### src/include/gfx_cfg.svh
// Striped video source configuration
`ifndef GFX_CFG_SVH
`define GFX_CFG_SVH

// Bits per colour channel
`define GFX_COLOR_WIDTH 4

// Counter and line buffer address widths
`define GFX_COORD_WIDTH 8
`define GFX_COL_IDX_WIDTH 5

// ~~~~~~~~~~~~~~~~~~~~~~~~~~~~~~
// Reduced 64x48 video timing
// ~~~~~~~~~~~~~~~~~~~~~~~~~~~~~~
`define GFX_H_VISIBLE 64
`define GFX_H_FRONT 8
`define GFX_H_SYNC 16
`define GFX_H_BACK 16
`define GFX_H_TOTAL (`GFX_H_VISIBLE + `GFX_H_FRONT + `GFX_H_SYNC + `GFX_H_BACK)

`define GFX_V_VISIBLE 48
`define GFX_V_FRONT 2
`define GFX_V_SYNC 2
`define GFX_V_BACK 4
`define GFX_V_TOTAL (`GFX_V_VISIBLE + `GFX_V_FRONT + `GFX_V_SYNC + `GFX_V_BACK)

// Even and odd columns live in separate stripes
`define GFX_NUM_STRIPES 2

`endif

### src/design/gfx_pkg.sv
// Striped video source types
`include "gfx_cfg.svh"

package gfx_pkg;

  // One colour channel
  typedef logic [`GFX_COLOR_WIDTH-1:0] color_t;

  // Red, green and blue packed from high to low bits
  typedef logic [3*`GFX_COLOR_WIDTH-1:0] pixel_t;

  // Horizontal or vertical position
  typedef logic [`GFX_COORD_WIDTH-1:0] coord_t;

  // Entry address inside one half-width line buffer
  typedef logic [`GFX_COL_IDX_WIDTH-1:0] col_idx_t;

  // ~~~~~~~~~~~~~~~~~~~~~~~~~~~~~~
  // Stripe fill sequencer
  // ~~~~~~~~~~~~~~~~~~~~~~~~~~~~~~
  // A stripe waits in idle, writes the next line in fill and
  // holds that line for display in ready
  typedef enum logic [1:0] {
    idle  = 2'd0,
    fill  = 2'd1,
    ready = 2'd2
  } fill_state_t;

endpackage

### src/design/vga_timing.sv
// VGA timing generator
`timescale 1ns/10ps
`include "gfx_cfg.svh"

module vga_timing (
  input  logic            pixel_clk,
  input  logic            reset,
  output gfx_pkg::coord_t x,
  output gfx_pkg::coord_t y,
  output logic            visible,
  output logic            line_start,
  output logic            frame_done,
  output logic            hsync_raw,
  output logic            vsync_raw
);
  import gfx_pkg::*;

  localparam coord_t H_LAST       = coord_t'(`GFX_H_TOTAL - 1);
  localparam coord_t V_LAST       = coord_t'(`GFX_V_TOTAL - 1);
  localparam coord_t H_VIS        = coord_t'(`GFX_H_VISIBLE);
  localparam coord_t V_VIS        = coord_t'(`GFX_V_VISIBLE);
  localparam coord_t H_SYNC_START = coord_t'(`GFX_H_VISIBLE + `GFX_H_FRONT);
  localparam coord_t H_SYNC_END   = coord_t'(`GFX_H_VISIBLE + `GFX_H_FRONT + `GFX_H_SYNC);
  localparam coord_t V_SYNC_START = coord_t'(`GFX_V_VISIBLE + `GFX_V_FRONT);
  localparam coord_t V_SYNC_END   = coord_t'(`GFX_V_VISIBLE + `GFX_V_FRONT + `GFX_V_SYNC);

  coord_t h_next;
  coord_t v_next;

  // ~~~~~~~~~~~~~~~~~~~~~~~~~~~~~~
  // Next position
  // ~~~~~~~~~~~~~~~~~~~~~~~~~~~~~~
  always_comb begin
    h_next = x + coord_t'(1);
    v_next = y;
    if (x == H_LAST) begin
      h_next = '0;
      if (y == V_LAST) begin
        v_next = '0;
      end else begin
        v_next = y + coord_t'(1);
      end
    end
  end

  // Every decode is taken from the next position so that all
  // outputs line up with the x and y registers
  always_ff @(posedge pixel_clk) begin
    if (reset) begin
      x          <= '0;
      y          <= '0;
      visible    <= 1'b1;
      line_start <= 1'b0;
      frame_done <= 1'b0;
      hsync_raw  <= 1'b1;
      vsync_raw  <= 1'b1;
    end else begin
      x          <= h_next;
      y          <= v_next;
      visible    <= (h_next < H_VIS) && (v_next < V_VIS);
      line_start <= (h_next == H_VIS);
      frame_done <= (h_next == H_LAST) && (v_next == V_LAST);
      // Both syncs are active low
      hsync_raw  <= !((h_next >= H_SYNC_START) && (h_next < H_SYNC_END));
      vsync_raw  <= !((v_next >= V_SYNC_START) && (v_next < V_SYNC_END));
    end
  end

endmodule

### src/design/stripe_buffer.sv
// Stripe line buffer and fill sequencer
`timescale 1ns/10ps
`include "gfx_cfg.svh"

module stripe_buffer (
  input  logic            pixel_clk,
  input  logic            reset,
  input  logic            stripe_id,
  input  logic            continuous_write,
  input  gfx_pkg::coord_t x,
  input  gfx_pkg::coord_t y,
  input  logic            visible,
  input  logic            line_start,
  input  logic            frame_done,
  output gfx_pkg::pixel_t pixel,
  output logic            line_ready
);
  import gfx_pkg::*;

  localparam int       LINE_DEPTH = `GFX_H_VISIBLE / `GFX_NUM_STRIPES;
  localparam col_idx_t LAST_IDX   = col_idx_t'(LINE_DEPTH - 1);
  localparam coord_t   V_LAST     = coord_t'(`GFX_V_TOTAL - 1);

  pixel_t      line_mem [LINE_DEPTH];
  fill_state_t state;
  col_idx_t    fill_idx;
  coord_t      fill_line;
  coord_t      next_line;
  pixel_t      fill_pixel;
  col_idx_t    rd_idx;
  logic        rd_en;
  logic        last_read;
  logic        frame_filled;
  logic        frozen;

  // Line that follows the current one, wrapping after the last line
  assign next_line = (y == V_LAST) ? '0 : y + coord_t'(1);

  // Red carries the line, green the buffer index, blue the stripe
  assign fill_pixel = {fill_line[`GFX_COLOR_WIDTH-1:0],
                       fill_idx[`GFX_COLOR_WIDTH-1:0],
                       {`GFX_COLOR_WIDTH{stripe_id}}};

  // Column x belongs to stripe x mod 2 at index x/2
  assign rd_idx    = x[`GFX_COL_IDX_WIDTH:1];
  assign rd_en     = visible && (x[0] == stripe_id);
  assign last_read = rd_en && (rd_idx == LAST_IDX);

  // Once a whole frame has been written the old lines can be replayed
  assign frozen = frame_filled && !continuous_write;

  // ~~~~~~~~~~~~~~~~~~~~~~~~~~~~~~
  // Line memory
  // ~~~~~~~~~~~~~~~~~~~~~~~~~~~~~~
  always_ff @(posedge pixel_clk) begin
    if (state == fill) begin
      line_mem[fill_idx] <= fill_pixel;
    end
    if (rd_en) begin
      pixel <= line_mem[rd_idx];
    end
  end

  // ~~~~~~~~~~~~~~~~~~~~~~~~~~~~~~
  // Fill sequencer
  // ~~~~~~~~~~~~~~~~~~~~~~~~~~~~~~
  always_ff @(posedge pixel_clk) begin
    if (reset) begin
      state        <= idle;
      fill_idx     <= '0;
      fill_line    <= '0;
      frame_filled <= 1'b0;
      line_ready   <= 1'b0;
    end else begin
      // Delayed by one cycle to match the read data
      line_ready <= (state == ready);

      if (frame_done) begin
        frame_filled <= 1'b1;
      end

      if (line_start) begin
        fill_idx <= '0;
        if (frozen) begin
          state <= ready;
        end else begin
          state     <= fill;
          fill_line <= next_line;
        end
      end else if (state == fill) begin
        fill_idx <= fill_idx + col_idx_t'(1);
        if (fill_idx == LAST_IDX) begin
          state <= ready;
        end
      end else if (state == ready && last_read && !frozen) begin
        state <= idle;
      end
    end
  end

endmodule

### src/design/stripe_merge.sv
// Stripe merge and output stage
`timescale 1ns/10ps

module stripe_merge (
  input  logic            pixel_clk,
  input  logic            reset,
  input  logic            x0,
  input  logic            visible,
  input  logic            hsync_raw,
  input  logic            vsync_raw,
  input  gfx_pkg::pixel_t pixel_even,
  input  logic            ready_even,
  input  gfx_pkg::pixel_t pixel_odd,
  input  logic            ready_odd,
  output gfx_pkg::color_t vga_red,
  output gfx_pkg::color_t vga_grn,
  output gfx_pkg::color_t vga_blu,
  output logic            vga_hsync,
  output logic            vga_vsync,
  output logic            vga_error
);
  import gfx_pkg::*;

  logic   x0_d1;
  logic   vis_d1;
  logic   hsync_d1;
  logic   vsync_d1;
  logic   armed;
  pixel_t sel_pixel;
  logic   sel_ready;
  logic   show;

  // Position info trails by one cycle to meet the stripe read data
  assign sel_pixel = x0_d1 ? pixel_odd : pixel_even;
  assign sel_ready = x0_d1 ? ready_odd : ready_even;
  assign show      = vis_d1 && sel_ready;

  always_ff @(posedge pixel_clk) begin
    if (reset) begin
      x0_d1     <= 1'b0;
      vis_d1    <= 1'b0;
      hsync_d1  <= 1'b1;
      vsync_d1  <= 1'b1;
      armed     <= 1'b0;
      vga_red   <= '0;
      vga_grn   <= '0;
      vga_blu   <= '0;
      vga_hsync <= 1'b1;
      vga_vsync <= 1'b1;
      vga_error <= 1'b0;
    end else begin
      x0_d1    <= x0;
      vis_d1   <= visible;
      hsync_d1 <= hsync_raw;
      vsync_d1 <= vsync_raw;

      // The line shown right after reset was never filled
      armed <= armed || ready_even || ready_odd;

      vga_red   <= show ? sel_pixel[3*$bits(color_t)-1:2*$bits(color_t)] : '0;
      vga_grn   <= show ? sel_pixel[2*$bits(color_t)-1:$bits(color_t)] : '0;
      vga_blu   <= show ? sel_pixel[$bits(color_t)-1:0] : '0;
      vga_hsync <= hsync_d1;
      vga_vsync <= vsync_d1;
      vga_error <= armed && vis_d1 && !sel_ready;
    end
  end

endmodule

### src/design/gfx_striped_top.sv
// Striped test pattern source
`timescale 1ns/10ps

module gfx_striped_top (
  input  logic            pixel_clk,
  input  logic            reset,
  input  logic            continuous_write,
  output gfx_pkg::color_t vga_red,
  output gfx_pkg::color_t vga_grn,
  output gfx_pkg::color_t vga_blu,
  output logic            vga_hsync,
  output logic            vga_vsync,
  output logic            vga_error
);
  import gfx_pkg::*;

  coord_t x;
  coord_t y;
  logic   visible;
  logic   line_start;
  logic   frame_done;
  logic   hsync_raw;
  logic   vsync_raw;
  pixel_t pixel_even;
  pixel_t pixel_odd;
  logic   ready_even;
  logic   ready_odd;

  vga_timing u_timing (
    .pixel_clk  (pixel_clk),
    .reset      (reset),
    .x          (x),
    .y          (y),
    .visible    (visible),
    .line_start (line_start),
    .frame_done (frame_done),
    .hsync_raw  (hsync_raw),
    .vsync_raw  (vsync_raw)
  );

  // ~~~~~~~~~~~~~~~~~~~~~~~~~~~~~~
  // Even and odd column stripes
  // ~~~~~~~~~~~~~~~~~~~~~~~~~~~~~~
  stripe_buffer u_stripe_even (
    .pixel_clk        (pixel_clk),
    .reset            (reset),
    .stripe_id        (1'b0),
    .continuous_write (continuous_write),
    .x                (x),
    .y                (y),
    .visible          (visible),
    .line_start       (line_start),
    .frame_done       (frame_done),
    .pixel            (pixel_even),
    .line_ready       (ready_even)
  );

  stripe_buffer u_stripe_odd (
    .pixel_clk        (pixel_clk),
    .reset            (reset),
    .stripe_id        (1'b1),
    .continuous_write (continuous_write),
    .x                (x),
    .y                (y),
    .visible          (visible),
    .line_start       (line_start),
    .frame_done       (frame_done),
    .pixel            (pixel_odd),
    .line_ready       (ready_odd)
  );

  stripe_merge u_merge (
    .pixel_clk  (pixel_clk),
    .reset      (reset),
    .x0         (x[0]),
    .visible    (visible),
    .hsync_raw  (hsync_raw),
    .vsync_raw  (vsync_raw),
    .pixel_even (pixel_even),
    .ready_even (ready_even),
    .pixel_odd  (pixel_odd),
    .ready_odd  (ready_odd),
    .vga_red    (vga_red),
    .vga_grn    (vga_grn),
    .vga_blu    (vga_blu),
    .vga_hsync  (vga_hsync),
    .vga_vsync  (vga_vsync),
    .vga_error  (vga_error)
  );

endmodule

### config.mk
export PLATFORM = sky130hd
export DESIGN_NAME = gfx_striped_top
export DESIGN_NICKNAME = d
export VERILOG_FILES = /design/src/design/gfx_pkg.sv /design/src/design/vga_timing.sv /design/src/design/stripe_buffer.sv /design/src/design/stripe_merge.sv /design/src/design/gfx_striped_top.sv
export VERILOG_INCLUDE_DIRS = /design/src /design/src/include
export SDC_FILE = /design/constraint.sdc
export NUM_CORES = 1
export LEC_CHECK = 0
export ABC_AREA = 1
export ABC_CLOCK_PERIOD_IN_PS = 1960
export BUFFER_PORTS_ARGS = -buffer_cell sky130_fd_sc_hd__buf_2
export CORE_MARGIN = 2
export CORE_UTILIZATION = 57
export CTS_CLUSTER_SIZE = 30
export DETAILED_ROUTE_END_ITERATION = 8
export PLACE_DENSITY = 0.76
export SKIP_LAST_GASP = 1
export SYNTH_ARGS = -nofsm -noshare
export SYNTH_HDL_FRONTEND = slang
export SYNTH_SLANG_ARGS = --single-unit
### constraint.sdc
create_clock -name pixel_clk -period 1.96 [get_ports pixel_clk]
set_input_delay 0.098 -clock pixel_clk [delete_from_list [all_inputs] [get_ports pixel_clk]]
set_output_delay 0.098 -clock pixel_clk [all_outputs]
set_load 0.005 [all_outputs]
==> impl_table.tex, run 1 <==
\begin{tabular}{lr}
\hline
Metric & Value \\
\hline
\multicolumn{2}{l}{\textbf{Run status}} \\
\quad Status & completed \\
\multicolumn{2}{l}{\textbf{Timing}} \\
\quad Min Clock Period, post-route & 1.84 ns \\
\quad Total count of hold-check failures in the final report & 0 \\
\quad Final worst slack & 0.121 ns \\
\quad Worst-case headroom to the max-slew limit & 67.8\% \\
\quad Setup Viol. Count Final & 0 \\
\quad Largest clock skew in the final design & $\sim$0.018 ns \\
\quad Share of the clock period used by the worst path & a little over nine tenths \\
\quad Setup repair after global routing missed its margin & true \\
\quad Slew @ Worst Pin & 0.482 ns \\
\quad Minimum hold slack & 0.0593 ns \\
\quad Final count of pins violating max slew & 0 \\
\quad Achievable Freq & about 540 MHz \\
\multicolumn{2}{l}{\textbf{Place}} \\
\quad Cell total after placement & about 2.6k \\
\quad \# port buffers & 17 \\
\quad Routability congestion estimate from global placement & approximately 0.87 \\
\quad HPWL reported at the end of detailed placement & between 30000 and 40000 um \\
\quad Setup WS pre-CTS & roughly 0.044 ns \\
\multicolumn{2}{l}{\textbf{Drt}} \\
\quad Routed Antenna Nets & 0 \\
\quad DRC marker count from the first detailed-route iteration & roughly 2.1k \\
\quad Met3 wire length & 5300 um \\
\quad First-pass iteration count of the detailed router & 6 \\
\quad DR WL/cell & a little over 20 um \\
\quad Remaining design rule violation count & 0 \\
\quad Final WL & approximately 55000 um \\
\quad Via/cell ratio & between 5 and 6 \\
\quad Routed met2 length & roughly 26000 um \\
\quad Met1 wire length & $\sim$22000 um \\
\quad Highest routed layer & met4 \\
\quad Vias & around 16k \\
\multicolumn{2}{l}{\textbf{Min path}} \\
\quad End of the worst hold path & u\_stripe\_odd.state[1]\$\_SDFFE\_PP0P\_ \\
\quad Worst min-delay path category & input port to flop \\
\quad Hold-critical path depth & 7 \\
\quad Worst Min Path Start & continuous\_write \\
\multicolumn{2}{l}{\textbf{Global routing}} \\
\quad First-pass GRT wire length & approximately 85000 um \\
\quad Initial antenna violation count & 0 \\
\quad Remaining global-route overflow & 0 \\
\quad Global router's overall resource usage & between 20 and 30\% \\
\quad Maximum number of pins on one net before global-route repair & 69 \\
\quad Vias in the first global route & 15.5k \\
\multicolumn{2}{l}{\textbf{Run}} \\
\quad Max-capacitance violation count & 0 \\
\multicolumn{2}{l}{\textbf{Die}} \\
\quad Initial core utilization & between 50\% and 60\% \\
\quad Area enclosed by the die boundary & approximately 0.043 mm\^{}2 \\
\quad Count of standard-cell rows & 74 \\
\quad Die Y & between 200 and 250 um \\
\quad Core region area & 0.0410 mm\^{}2 \\
\quad Boundary pin count & 18 \\
\quad Horiz. Die Dim & around 210 um \\
\multicolumn{2}{l}{\textbf{Layout}} \\
\quad FF+latch area & between 0.015 and 0.02 mm\^{}2 \\
\quad Number of nets in the finished design & about 2.2k \\
\quad Post-Layout Cell Count & around 2.7k \\
\quad Layout filler cell count & $\sim$2.9k \\
\quad Fraction of final layout cells sized beyond drive strength 1 & 12.7\% \\
\quad Total area of multi-input combinational cells & 0.00587 mm\^{}2 \\
\quad Layout overhead on the synthesized area & 13.6\% \\
\quad Count of antenna diodes in the layout & 0 \\
\multicolumn{2}{l}{\textbf{Clock network}} \\
\quad Maximum level of the CTS H-tree & 2 \\
\quad Number of clock sinks & slightly below 600 \\
\quad Cell at the root of the clock tree & sky130\_fd\_sc\_hd\_\_clkbuf\_16 \\
\quad Clock slew at reported path FFs & roughly 0.060 ns \\
\quad CTS tree & yes \\
\quad Clock buffers created by TritonCTS & 57 \\
\quad Worst-case clock buffer depth & 3 \\
\quad Insertion delay of the later-clocked pin in the worst-skew pair & approximately 0.60 ns \\
\multicolumn{2}{l}{\textbf{Power}} \\
\quad Switching power as a share of total power & about a fifth \\
\quad Internal portion of total power & between 0.015 and 0.02 W \\
\quad Post-layout power & 0.0253 W \\
\quad Portion of total power attributed to combinational logic & around 5\% \\
\quad LEAKAGE & 9.07 nW \\
\quad Reg power frac & a little over half \\
\quad Net switching power & about 0.0053 W \\
\quad Clk network pwr share & roughly two fifths \\
\quad Power density over cell area & between 900 and 1000 mW/mm\^{}2 \\
\quad Max rail drop VDD & approximately 0.83 mV \\
\multicolumn{2}{l}{\textbf{Yosys}} \\
\quad Yosys cell types & 36 \\
\quad Number of enable-type register cells in the synthesized netlist & roughly 530 \\
\quad Synth Flop Type & sky130\_fd\_sc\_hd\_\_edfxtp\_1 \\
\quad Summed instance area of the synthesized netlist & 0.0238 mm\^{}2 \\
\quad Biggest area consumer among synthesized cells & sky130\_fd\_sc\_hd\_\_edfxtp\_1 \\
\quad Mean Syn Cell Area & about 12 um\^{}2 \\
\quad Fraction of synthesized cell area taken by the top area cell type & between 60\% and 70\% \\
\quad Share of the yosys chip area belonging to registers & between 70\% and 80\% \\
\quad Count leader, synth & sky130\_fd\_sc\_hd\_\_edfxtp\_1 \\
\quad Ranking of synthesized cells by area & sky130\_fd\_sc\_hd\_\_edfxtp\_1, sky130\_fd\_sc\_hd\_\_nor2\_1, sky130\_fd\_sc\_hd\_\_o21ai\_0, sky130\_fd\_sc\_hd\_\_dfxtp\_1, sky130\_fd\_sc\_hd\_\_nand2\_1 \\
\quad Post-synthesis sequential element count & slightly below 600 \\
\quad Post-synthesis async set-or-reset flop share & 0\% \\
\quad Post-Syn Nets & between 2k and 2.5k \\
\quad Number of synthesis warnings & 0 \\
\quad Post-Synthesis Cells & slightly above 2k \\
\quad Most instantiated cells after synthesis & sky130\_fd\_sc\_hd\_\_edfxtp\_1, sky130\_fd\_sc\_hd\_\_nor2\_1, sky130\_fd\_sc\_hd\_\_o21ai\_0, sky130\_fd\_sc\_hd\_\_nand2\_1, sky130\_fd\_sc\_hd\_\_o211ai\_1 \\
\multicolumn{2}{l}{\textbf{Setup path}} \\
\quad Type of origin of the critical path & flop \\
\quad R2r startpoint & u\_timing.x[1]\$\_SDFF\_PP0\_ \\
\quad Endpoint of the lowest-slack register-to-register path & u\_stripe\_odd.pixel[7]\$\_DFFE\_PP\_ \\
\quad Setup slack of the worst register-to-register path & 0.12 ns \\
\quad Critical Path RT & 2.32 ns \\
\quad Worst-path fanout max & 64 \\
\quad Critical Path End Type & flop \\
\quad Worst Path Arrival & $\sim$2.2 ns \\
\quad FF-to-FF path depth & 10 \\
\quad Category of the critical setup timing path & flop to flop \\
\hline
\end{tabular}
==> sequential cells by signal, summed over array words and instances (netlist names), 5 cells and up <==
signal	cells
u_stripe_odd.fill_idx	5
u_stripe_odd.pixel	8
u_stripe_odd.line_mem	256
u_stripe_even.line_mem	256
u_timing.x	8
u_stripe_even.fill_idx	5
u_timing.y	8
u_stripe_even.pixel	8
==> power by group through the flow <==
stage	clock (W)	sequential (W)	combinational (W)
6_report	0.0105	0.0135	0.00126
5_1_grt	0.0111	0.0135	0.00140
4_1_cts	0.0106	0.0135	0.00124
3_5_place_dp	0	0.0138	0.00123
3_3_place_gp	0	0.0138	0.00120
2_1_floorplan	0	0.0138	0.000882
==> repair_timing <==
| item | in CTS | in global routing |
|---|---|---|
| endpoints found under the hold margin | 24 | 0 |
| buffers inserted | 0 | 7 |
| gates resized for setup | 0 | 2 |
| hold buffers | 1 | 0 |
| endpoints found under the setup margin | 0 | 236 |
==> worst max-delay path, stage by stage (launching register included) <==
cell and delay, ns:
sky130_fd_sc_hd__dfxtp_4 0.40, sky130_fd_sc_hd__buf_4 0.16, sky130_fd_sc_hd__buf_12 0.18, sky130_fd_sc_hd__nor2_1 0.13
sky130_fd_sc_hd__nor2_1 0.05, sky130_fd_sc_hd__o21ai_0 0.11, sky130_fd_sc_hd__o211ai_1 0.12, sky130_fd_sc_hd__nand3_1 0.13
sky130_fd_sc_hd__nand2_1 0.07, sky130_fd_sc_hd__inv_1 0.15, sky130_fd_sc_hd__nand2_1 0.08
==> kinds of logic (layout without fill, tap and decap cells) <==
| kind of cell | count (synthesis) | after routing | share of synthesized area, % |
|---|---|---|---|
| flip-flops | 587 | 587 | 71.5 |
| buffers and inverters | 212 | 353 | 3.97 |
| AO/OA/AOI/OAI | 429 | 429 | 10.2 |
| XOR/XNOR | 1 | 1 | 0.0368 |
| adder cells (fa/ha/maj) | 13 | 13 | 0.682 |
| AND/OR/NAND/NOR | 801 | 801 | 13.6 |
==> placed cells by master (no fill, tap or decap), types with 14 or more instances in the layout <==
cell type,instances
sky130_fd_sc_hd__a21oi_1,26
sky130_fd_sc_hd__buf_12,16
sky130_fd_sc_hd__buf_2,17
sky130_fd_sc_hd__buf_4,122
sky130_fd_sc_hd__clkbuf_1,14
sky130_fd_sc_hd__clkbuf_16,60
sky130_fd_sc_hd__dfxtp_1,47
sky130_fd_sc_hd__edfxtp_1,528
sky130_fd_sc_hd__inv_1,81
sky130_fd_sc_hd__nand2_1,204
sky130_fd_sc_hd__nand3_1,82
sky130_fd_sc_hd__nor2_1,471
sky130_fd_sc_hd__o211ai_1,95
sky130_fd_sc_hd__o21ai_0,266
sky130_fd_sc_hd__o22ai_1,32
==> stage by stage <==
step / util [%] / TNS [ns] / area, um^2
2_1_floorplan: - / -1.42 / 23900
3_3_place_gp: 61.5 / 0 / 25200
3_5_place_dp: 61.5 / 0 / 25200
4_1_cts: 65.9 / 0 / 27000
5_1_grt: 66.0 / -0.0363 / 27100
6_report: 66.0 / 0 / 27100
==> per-layer routing <==
layer | track usage [%] | vias up
li1 | - | 7417
met1 | 34.9 | 7762
met2 | 40.4 | 799
met3 | 4.69 | 106
met4 | 9.45 | 0
met5 | 0 | -
==> area by class of cell <==
type | count | share of cell area (%)
Clock inverter | 25 | 0.726
Multi-Input combinational cell | 1244 | 21.7
Clock buffer | 77 | 5.86
Timing Repair Buffer | 156 | 4.92
Sequential cell | 587 | 63.0
Inverter | 95 | 1.34
Tap cell | 532 | 2.46
==> worst max-delay path by stage <==
stage / startpoint / endpoint / slack, ns / cells past startpoint
3_3_place_gp: u_stripe_even.state[0]$_SDFFE_PP0P_ / u_stripe_even.line_mem[9][7]$_DFFE_PP_ / 0.11 / 5
3_5_place_dp: u_stripe_even.state[0]$_SDFFE_PP0P_ / u_stripe_even.line_mem[8][5]$_DFFE_PP_ / 0.04 / 5
5_1_grt: u_timing.x[1]$_SDFF_PP0_ / u_timing.frame_done$_SDFF_PP0_ / -0.03 / 12
4_1_cts: u_stripe_even.state[0]$_SDFFE_PP0P_ / u_stripe_even.line_mem[8][0]$_DFFE_PP_ / 0.03 / 5
6_report: u_timing.x[1]$_SDFF_PP0_ / u_stripe_odd.pixel[7]$_DFFE_PP_ / 0.12 / 10
2_1_floorplan: u_stripe_odd.fill_idx[3]$_SDFFE_PP0P_ / u_stripe_odd.line_mem[11][0]$_DFFE_PP_ / -0.17 / 3
Note: power is estimated with default switching activity, not from simulation.
==> run 2: changes to the inputs <==
--- a/config.mk
+++ b/config.mk
@@ -10,10 +10,10 @@
 export ABC_CLOCK_PERIOD_IN_PS = 1960
 export BUFFER_PORTS_ARGS = -buffer_cell sky130_fd_sc_hd__buf_2
 export CORE_MARGIN = 2
-export CORE_UTILIZATION = 57
+export CORE_UTILIZATION = 50
 export CTS_CLUSTER_SIZE = 30
 export DETAILED_ROUTE_END_ITERATION = 8
-export PLACE_DENSITY = 0.76
+export PLACE_DENSITY = 0.68
 export SKIP_LAST_GASP = 1
 export SYNTH_ARGS = -nofsm -noshare
 export SYNTH_HDL_FRONTEND = slang
==> run 2 against run 1 <==
Sequential cell count did not move. First-iteration DRC count fell by 12%. Highest routed layer unchanged. Non-clock buffer count fell by 9. Critical path type unchanged. Via count fell by 2.5%.
==> impl_table.tex, run 2 (synthesis gave the netlist of run 1 again) <==
\begin{tabular}{lr}
\hline
Metric & Value \\
\hline
\multicolumn{2}{l}{\textbf{Setup path}} \\
\quad First element of the critical path & u\_stripe\_even.fill\_idx[1]\$\_SDFFE\_PP0P\_ (was u\_timing.x[1]\$\_SDFF\_PP0\_) \\
\quad Category of the critical setup timing path & flop to flop (unchanged) \\
\quad R2r startpoint & u\_stripe\_even.fill\_idx[1]\$\_SDFFE\_PP0P\_ (was u\_timing.x[1]\$\_SDFF\_PP0\_) \\
\quad Critical Path RT & 2.27 ns (was 2.32 ns) \\
\quad Critical Path End Type & flop (unchanged) \\
\quad Top cell by count, worst path & sky130\_fd\_sc\_hd\_\_buf\_4 \\
\quad Critical Path, Cell by Cell & buf\_4, ha\_1, nand2\_1, nor2\_1, buf\_4 (was buf\_4, buf\_12, nor2\_1, nor2\_1, o21ai\_0, o211ai\_1, nand3\_1, nand2\_1, inv\_1, nand2\_1) \\
\quad Worst Path Arrival & 2.19 ns (was 2.20 ns) \\
\quad Crit-path leading delay family & simple AND/OR/NAND/NOR gates (was buffers and inverters) \\
\quad Worst-path fanout max & 17 (was 64) \\
\quad Slowest-stage cell, CP & sky130\_fd\_sc\_hd\_\_dfxtp\_2 (was sky130\_fd\_sc\_hd\_\_dfxtp\_4) \\
\quad Highest cell delay on the worst timing path & 0.41 ns (was 0.40 ns) \\
\quad Type of origin of the critical path & flop (unchanged) \\
\quad Buf+Inv Stages, Crit Path & 2 (was 3) \\
\multicolumn{2}{l}{\textbf{Timing}} \\
\quad Achievable Freq & 532 MHz (was 544 MHz) \\
\quad Setup repair after global routing missed its margin & false (was true) \\
\quad Summed negative setup slack over all endpoints & 0 ns (unchanged) \\
\quad Setup Viol. Count Final & 0 (unchanged) \\
\quad Total count of hold-check failures in the final report & 0 (unchanged) \\
\quad Slew @ Worst Pin & 0.575 ns (was 0.482 ns) \\
\quad Minimum hold slack & 0.115 ns (was 0.0593 ns) \\
\quad Largest clock skew in the final design & 0.0167 ns (was 0.0179 ns) \\
\quad Final count of pins violating max slew & 0 (unchanged) \\
\quad Worst-case headroom to the max-slew limit & 61.7\% (was 67.8\%) \\
\quad Share of the clock period used by the worst path & 95.9\% (was 93.8\%) \\
\quad Final worst slack & 0.0805 ns (was 0.121 ns) \\
\quad Min Clock Period, post-route & 1.88 ns (was 1.84 ns) \\
\multicolumn{2}{l}{\textbf{Layout}} \\
\quad Fraction of final layout cells sized beyond drive strength 1 & 11.9\% (was 12.7\%) \\
\quad Most common cell after layout, fill and taps aside & sky130\_fd\_sc\_hd\_\_edfxtp\_1 (unchanged) \\
\quad Number of nets in the finished design & 2147 (was 2157) \\
\quad Layout overhead on the synthesized area & 13.4\% (was 13.6\%) \\
\quad Most used cells in the layout excluding fill and tap cells & sky130\_fd\_sc\_hd\_\_edfxtp\_1, sky130\_fd\_sc\_hd\_\_nor2\_1, sky130\_fd\_sc\_hd\_\_o21ai\_0 (unchanged) \\
\quad Count of antenna diodes in the layout & 0 (unchanged) \\
\quad Largest regs & u\_stripe\_even.line\_mem: 256 flops, u\_stripe\_odd.line\_mem: 256 flops (unchanged) \\
\multicolumn{2}{l}{\textbf{Drt}} \\
\quad Via/cell ratio & 5.62 (was 5.92) \\
\quad Vias & 15.7k (was 16.1k) \\
\quad Remaining design rule violation count & 0 (unchanged) \\
\quad DR WL/cell & 19.6 um (was 20.2 um) \\
\quad Routed Antenna Nets & 0 (unchanged) \\
\quad First-pass iteration count of the detailed router & 5 (was 6) \\
\quad DRC marker count from the first detailed-route iteration & 1836 (was 2076) \\
\quad Final WL & 54600 um (was 54800 um) \\
\multicolumn{2}{l}{\textbf{Global routing}} \\
\quad First-pass GRT wire length & 84200 um (was 85200 um) \\
\quad Global router's overall resource usage & 21.9\% (was 25.3\%) \\
\quad Maximum number of pins on one net before global-route repair & 101 (was 69) \\
\quad Vias in the first global route & 14.8k (was 15.5k) \\
\quad Remaining global-route overflow & 0 (unchanged) \\
\quad Initial antenna violation count & 0 (unchanged) \\
\multicolumn{2}{l}{\textbf{Place}} \\
\quad Routability congestion estimate from global placement & 0.881 (was 0.871) \\
\quad HPWL reported at the end of detailed placement & 33000 um (was 33500 um) \\
\quad \# port buffers & 17 (unchanged) \\
\quad Setup WS pre-CTS & 0.112 ns (was 0.0440 ns) \\
\multicolumn{2}{l}{\textbf{Die}} \\
\quad Core region area & 0.0473 mm\^{}2 (was 0.0410 mm\^{}2) \\
\quad Count of standard-cell rows & 80 (was 74) \\
\quad Initial core utilization & 50.3\% (was 58.1\%) \\
\quad Area enclosed by the die boundary & 0.0494 mm\^{}2 (was 0.0435 mm\^{}2) \\
\quad Die Y & 222 um (was 208 um) \\
\quad Boundary pin count & 18 (unchanged) \\
\quad Horiz. Die Dim & 222 um (was 208 um) \\
\multicolumn{2}{l}{\textbf{Run status}} \\
\quad Status & completed (unchanged) \\
\multicolumn{2}{l}{\textbf{Clock network}} \\
\quad Insertion delay of the later-clocked pin in the worst-skew pair & 0.61 ns (was 0.60 ns) \\
\quad CTS tree & yes (unchanged) \\
\quad Number of clock sinks & 587 (unchanged) \\
\quad Worst-case clock buffer depth & 3 (unchanged) \\
\quad Maximum level of the CTS H-tree & 2 (unchanged) \\
\quad Clock slew at reported path FFs & 0.06 ns (about the same) \\
\quad Clock buffers created by TritonCTS & 56 (was 57) \\
\quad Cell at the root of the clock tree & sky130\_fd\_sc\_hd\_\_clkbuf\_16 (unchanged) \\
\multicolumn{2}{l}{\textbf{Min path}} \\
\quad Worst min-delay path category & input port to flop (unchanged) \\
\quad Worst Min Path Start & continuous\_write (unchanged) \\
\multicolumn{2}{l}{\textbf{Power}} \\
\quad Power density over cell area & 913 mW/mm\^{}2 (was 934 mW/mm\^{}2) \\
\quad Max rail drop VDD & 0.648 mV (was 0.830 mV) \\
\quad LEAKAGE & 8.96 nW (was 9.07 nW) \\
\multicolumn{2}{l}{\textbf{Run}} \\
\quad Max-capacitance violation count & 0 (unchanged) \\
\hline
\end{tabular}
## run 2: worst paths after layout
kind / to / slack (ns) / cells after the start
worst max-delay path: u_stripe_even.line_mem[2][5]$_DFFE_PP_ / 0.08 / 5
worst max register to register: u_stripe_even.line_mem[2][5]$_DFFE_PP_ / 0.08 / 5
worst min register to register: u_merge.vga_vsync$_SDFF_PP1_ / 0.42 / 1
worst min-delay path: u_stripe_odd.state[1]$_SDFFE_PP0P_ / 0.11 / 7
## run 2: stage by stage
stage / power, W / instances / utilization (%) / instance area (um^2)
CTS: 0.0248 / 2786 / 56.9 / 26900
detailed placement: 0.0150 / 2683 / 53.4 / 25300
floorplan: 0.0146 / 2043 / - / 23900
global placement: 0.0150 / 2683 / 53.4 / 25300
global route: 0.0254 / 2790 / 57.1 / 27000
finish: 0.0247 / 2790 / 57.1 / 27000
## run 2: cell type report
type / instances / area, um^2
Timing Repair Buffer: 147 / 1300
Inverter: 95 / 362
Sequential cell: 587 / 17100
Fill cell: 3791 / 20300
Clock inverter: 20 / 121
Multi-Input combinational cell: 1244 / 5870
Clock buffer: 82 / 1540
Tap cell: 615 / 769
## run 2: worst register-to-register path: stages, from the launching register on
cell,delay [ns]
sky130_fd_sc_hd__dfxtp_2,0.41
sky130_fd_sc_hd__buf_4,0.27
sky130_fd_sc_hd__ha_1,0.19
sky130_fd_sc_hd__nand2_1,0.28
sky130_fd_sc_hd__nor2_1,0.22
sky130_fd_sc_hd__buf_4,0.21
## run 2: repair_timing
item                       in CTS  in global routing
resized for setup               0                  2
setup buffers                   0                  3
hold buffers                    1                  0
hold endpoints to repair       23                  0
setup endpoints to repair       0                  5
## run 2: where the power goes
| part | switching [W] | leakage (nW) | internal, W |
|---|---|---|---|
| combinational | 0.000824 | 3.20 | 0.000399 |
| sequential | 0.0000465 | 4.96 | 0.0135 |
| clock | 0.00437 | 0.800 | 0.00555 |
## run 2: routing by layer
metal | wire length, um | part of all wire [%] | track usage (%) | up-vias
li1 | - | - | - | 7389
met1 | 24300 | 45 | 31.8 | 7637
met2 | 25200 | 46 | 34.4 | 580
met3 | 3860 | 7.1 | 3.53 | 73
met4 | 1190 | 2.2 | 6.60 | 0
met5 | 0 | 0 | 0 | -
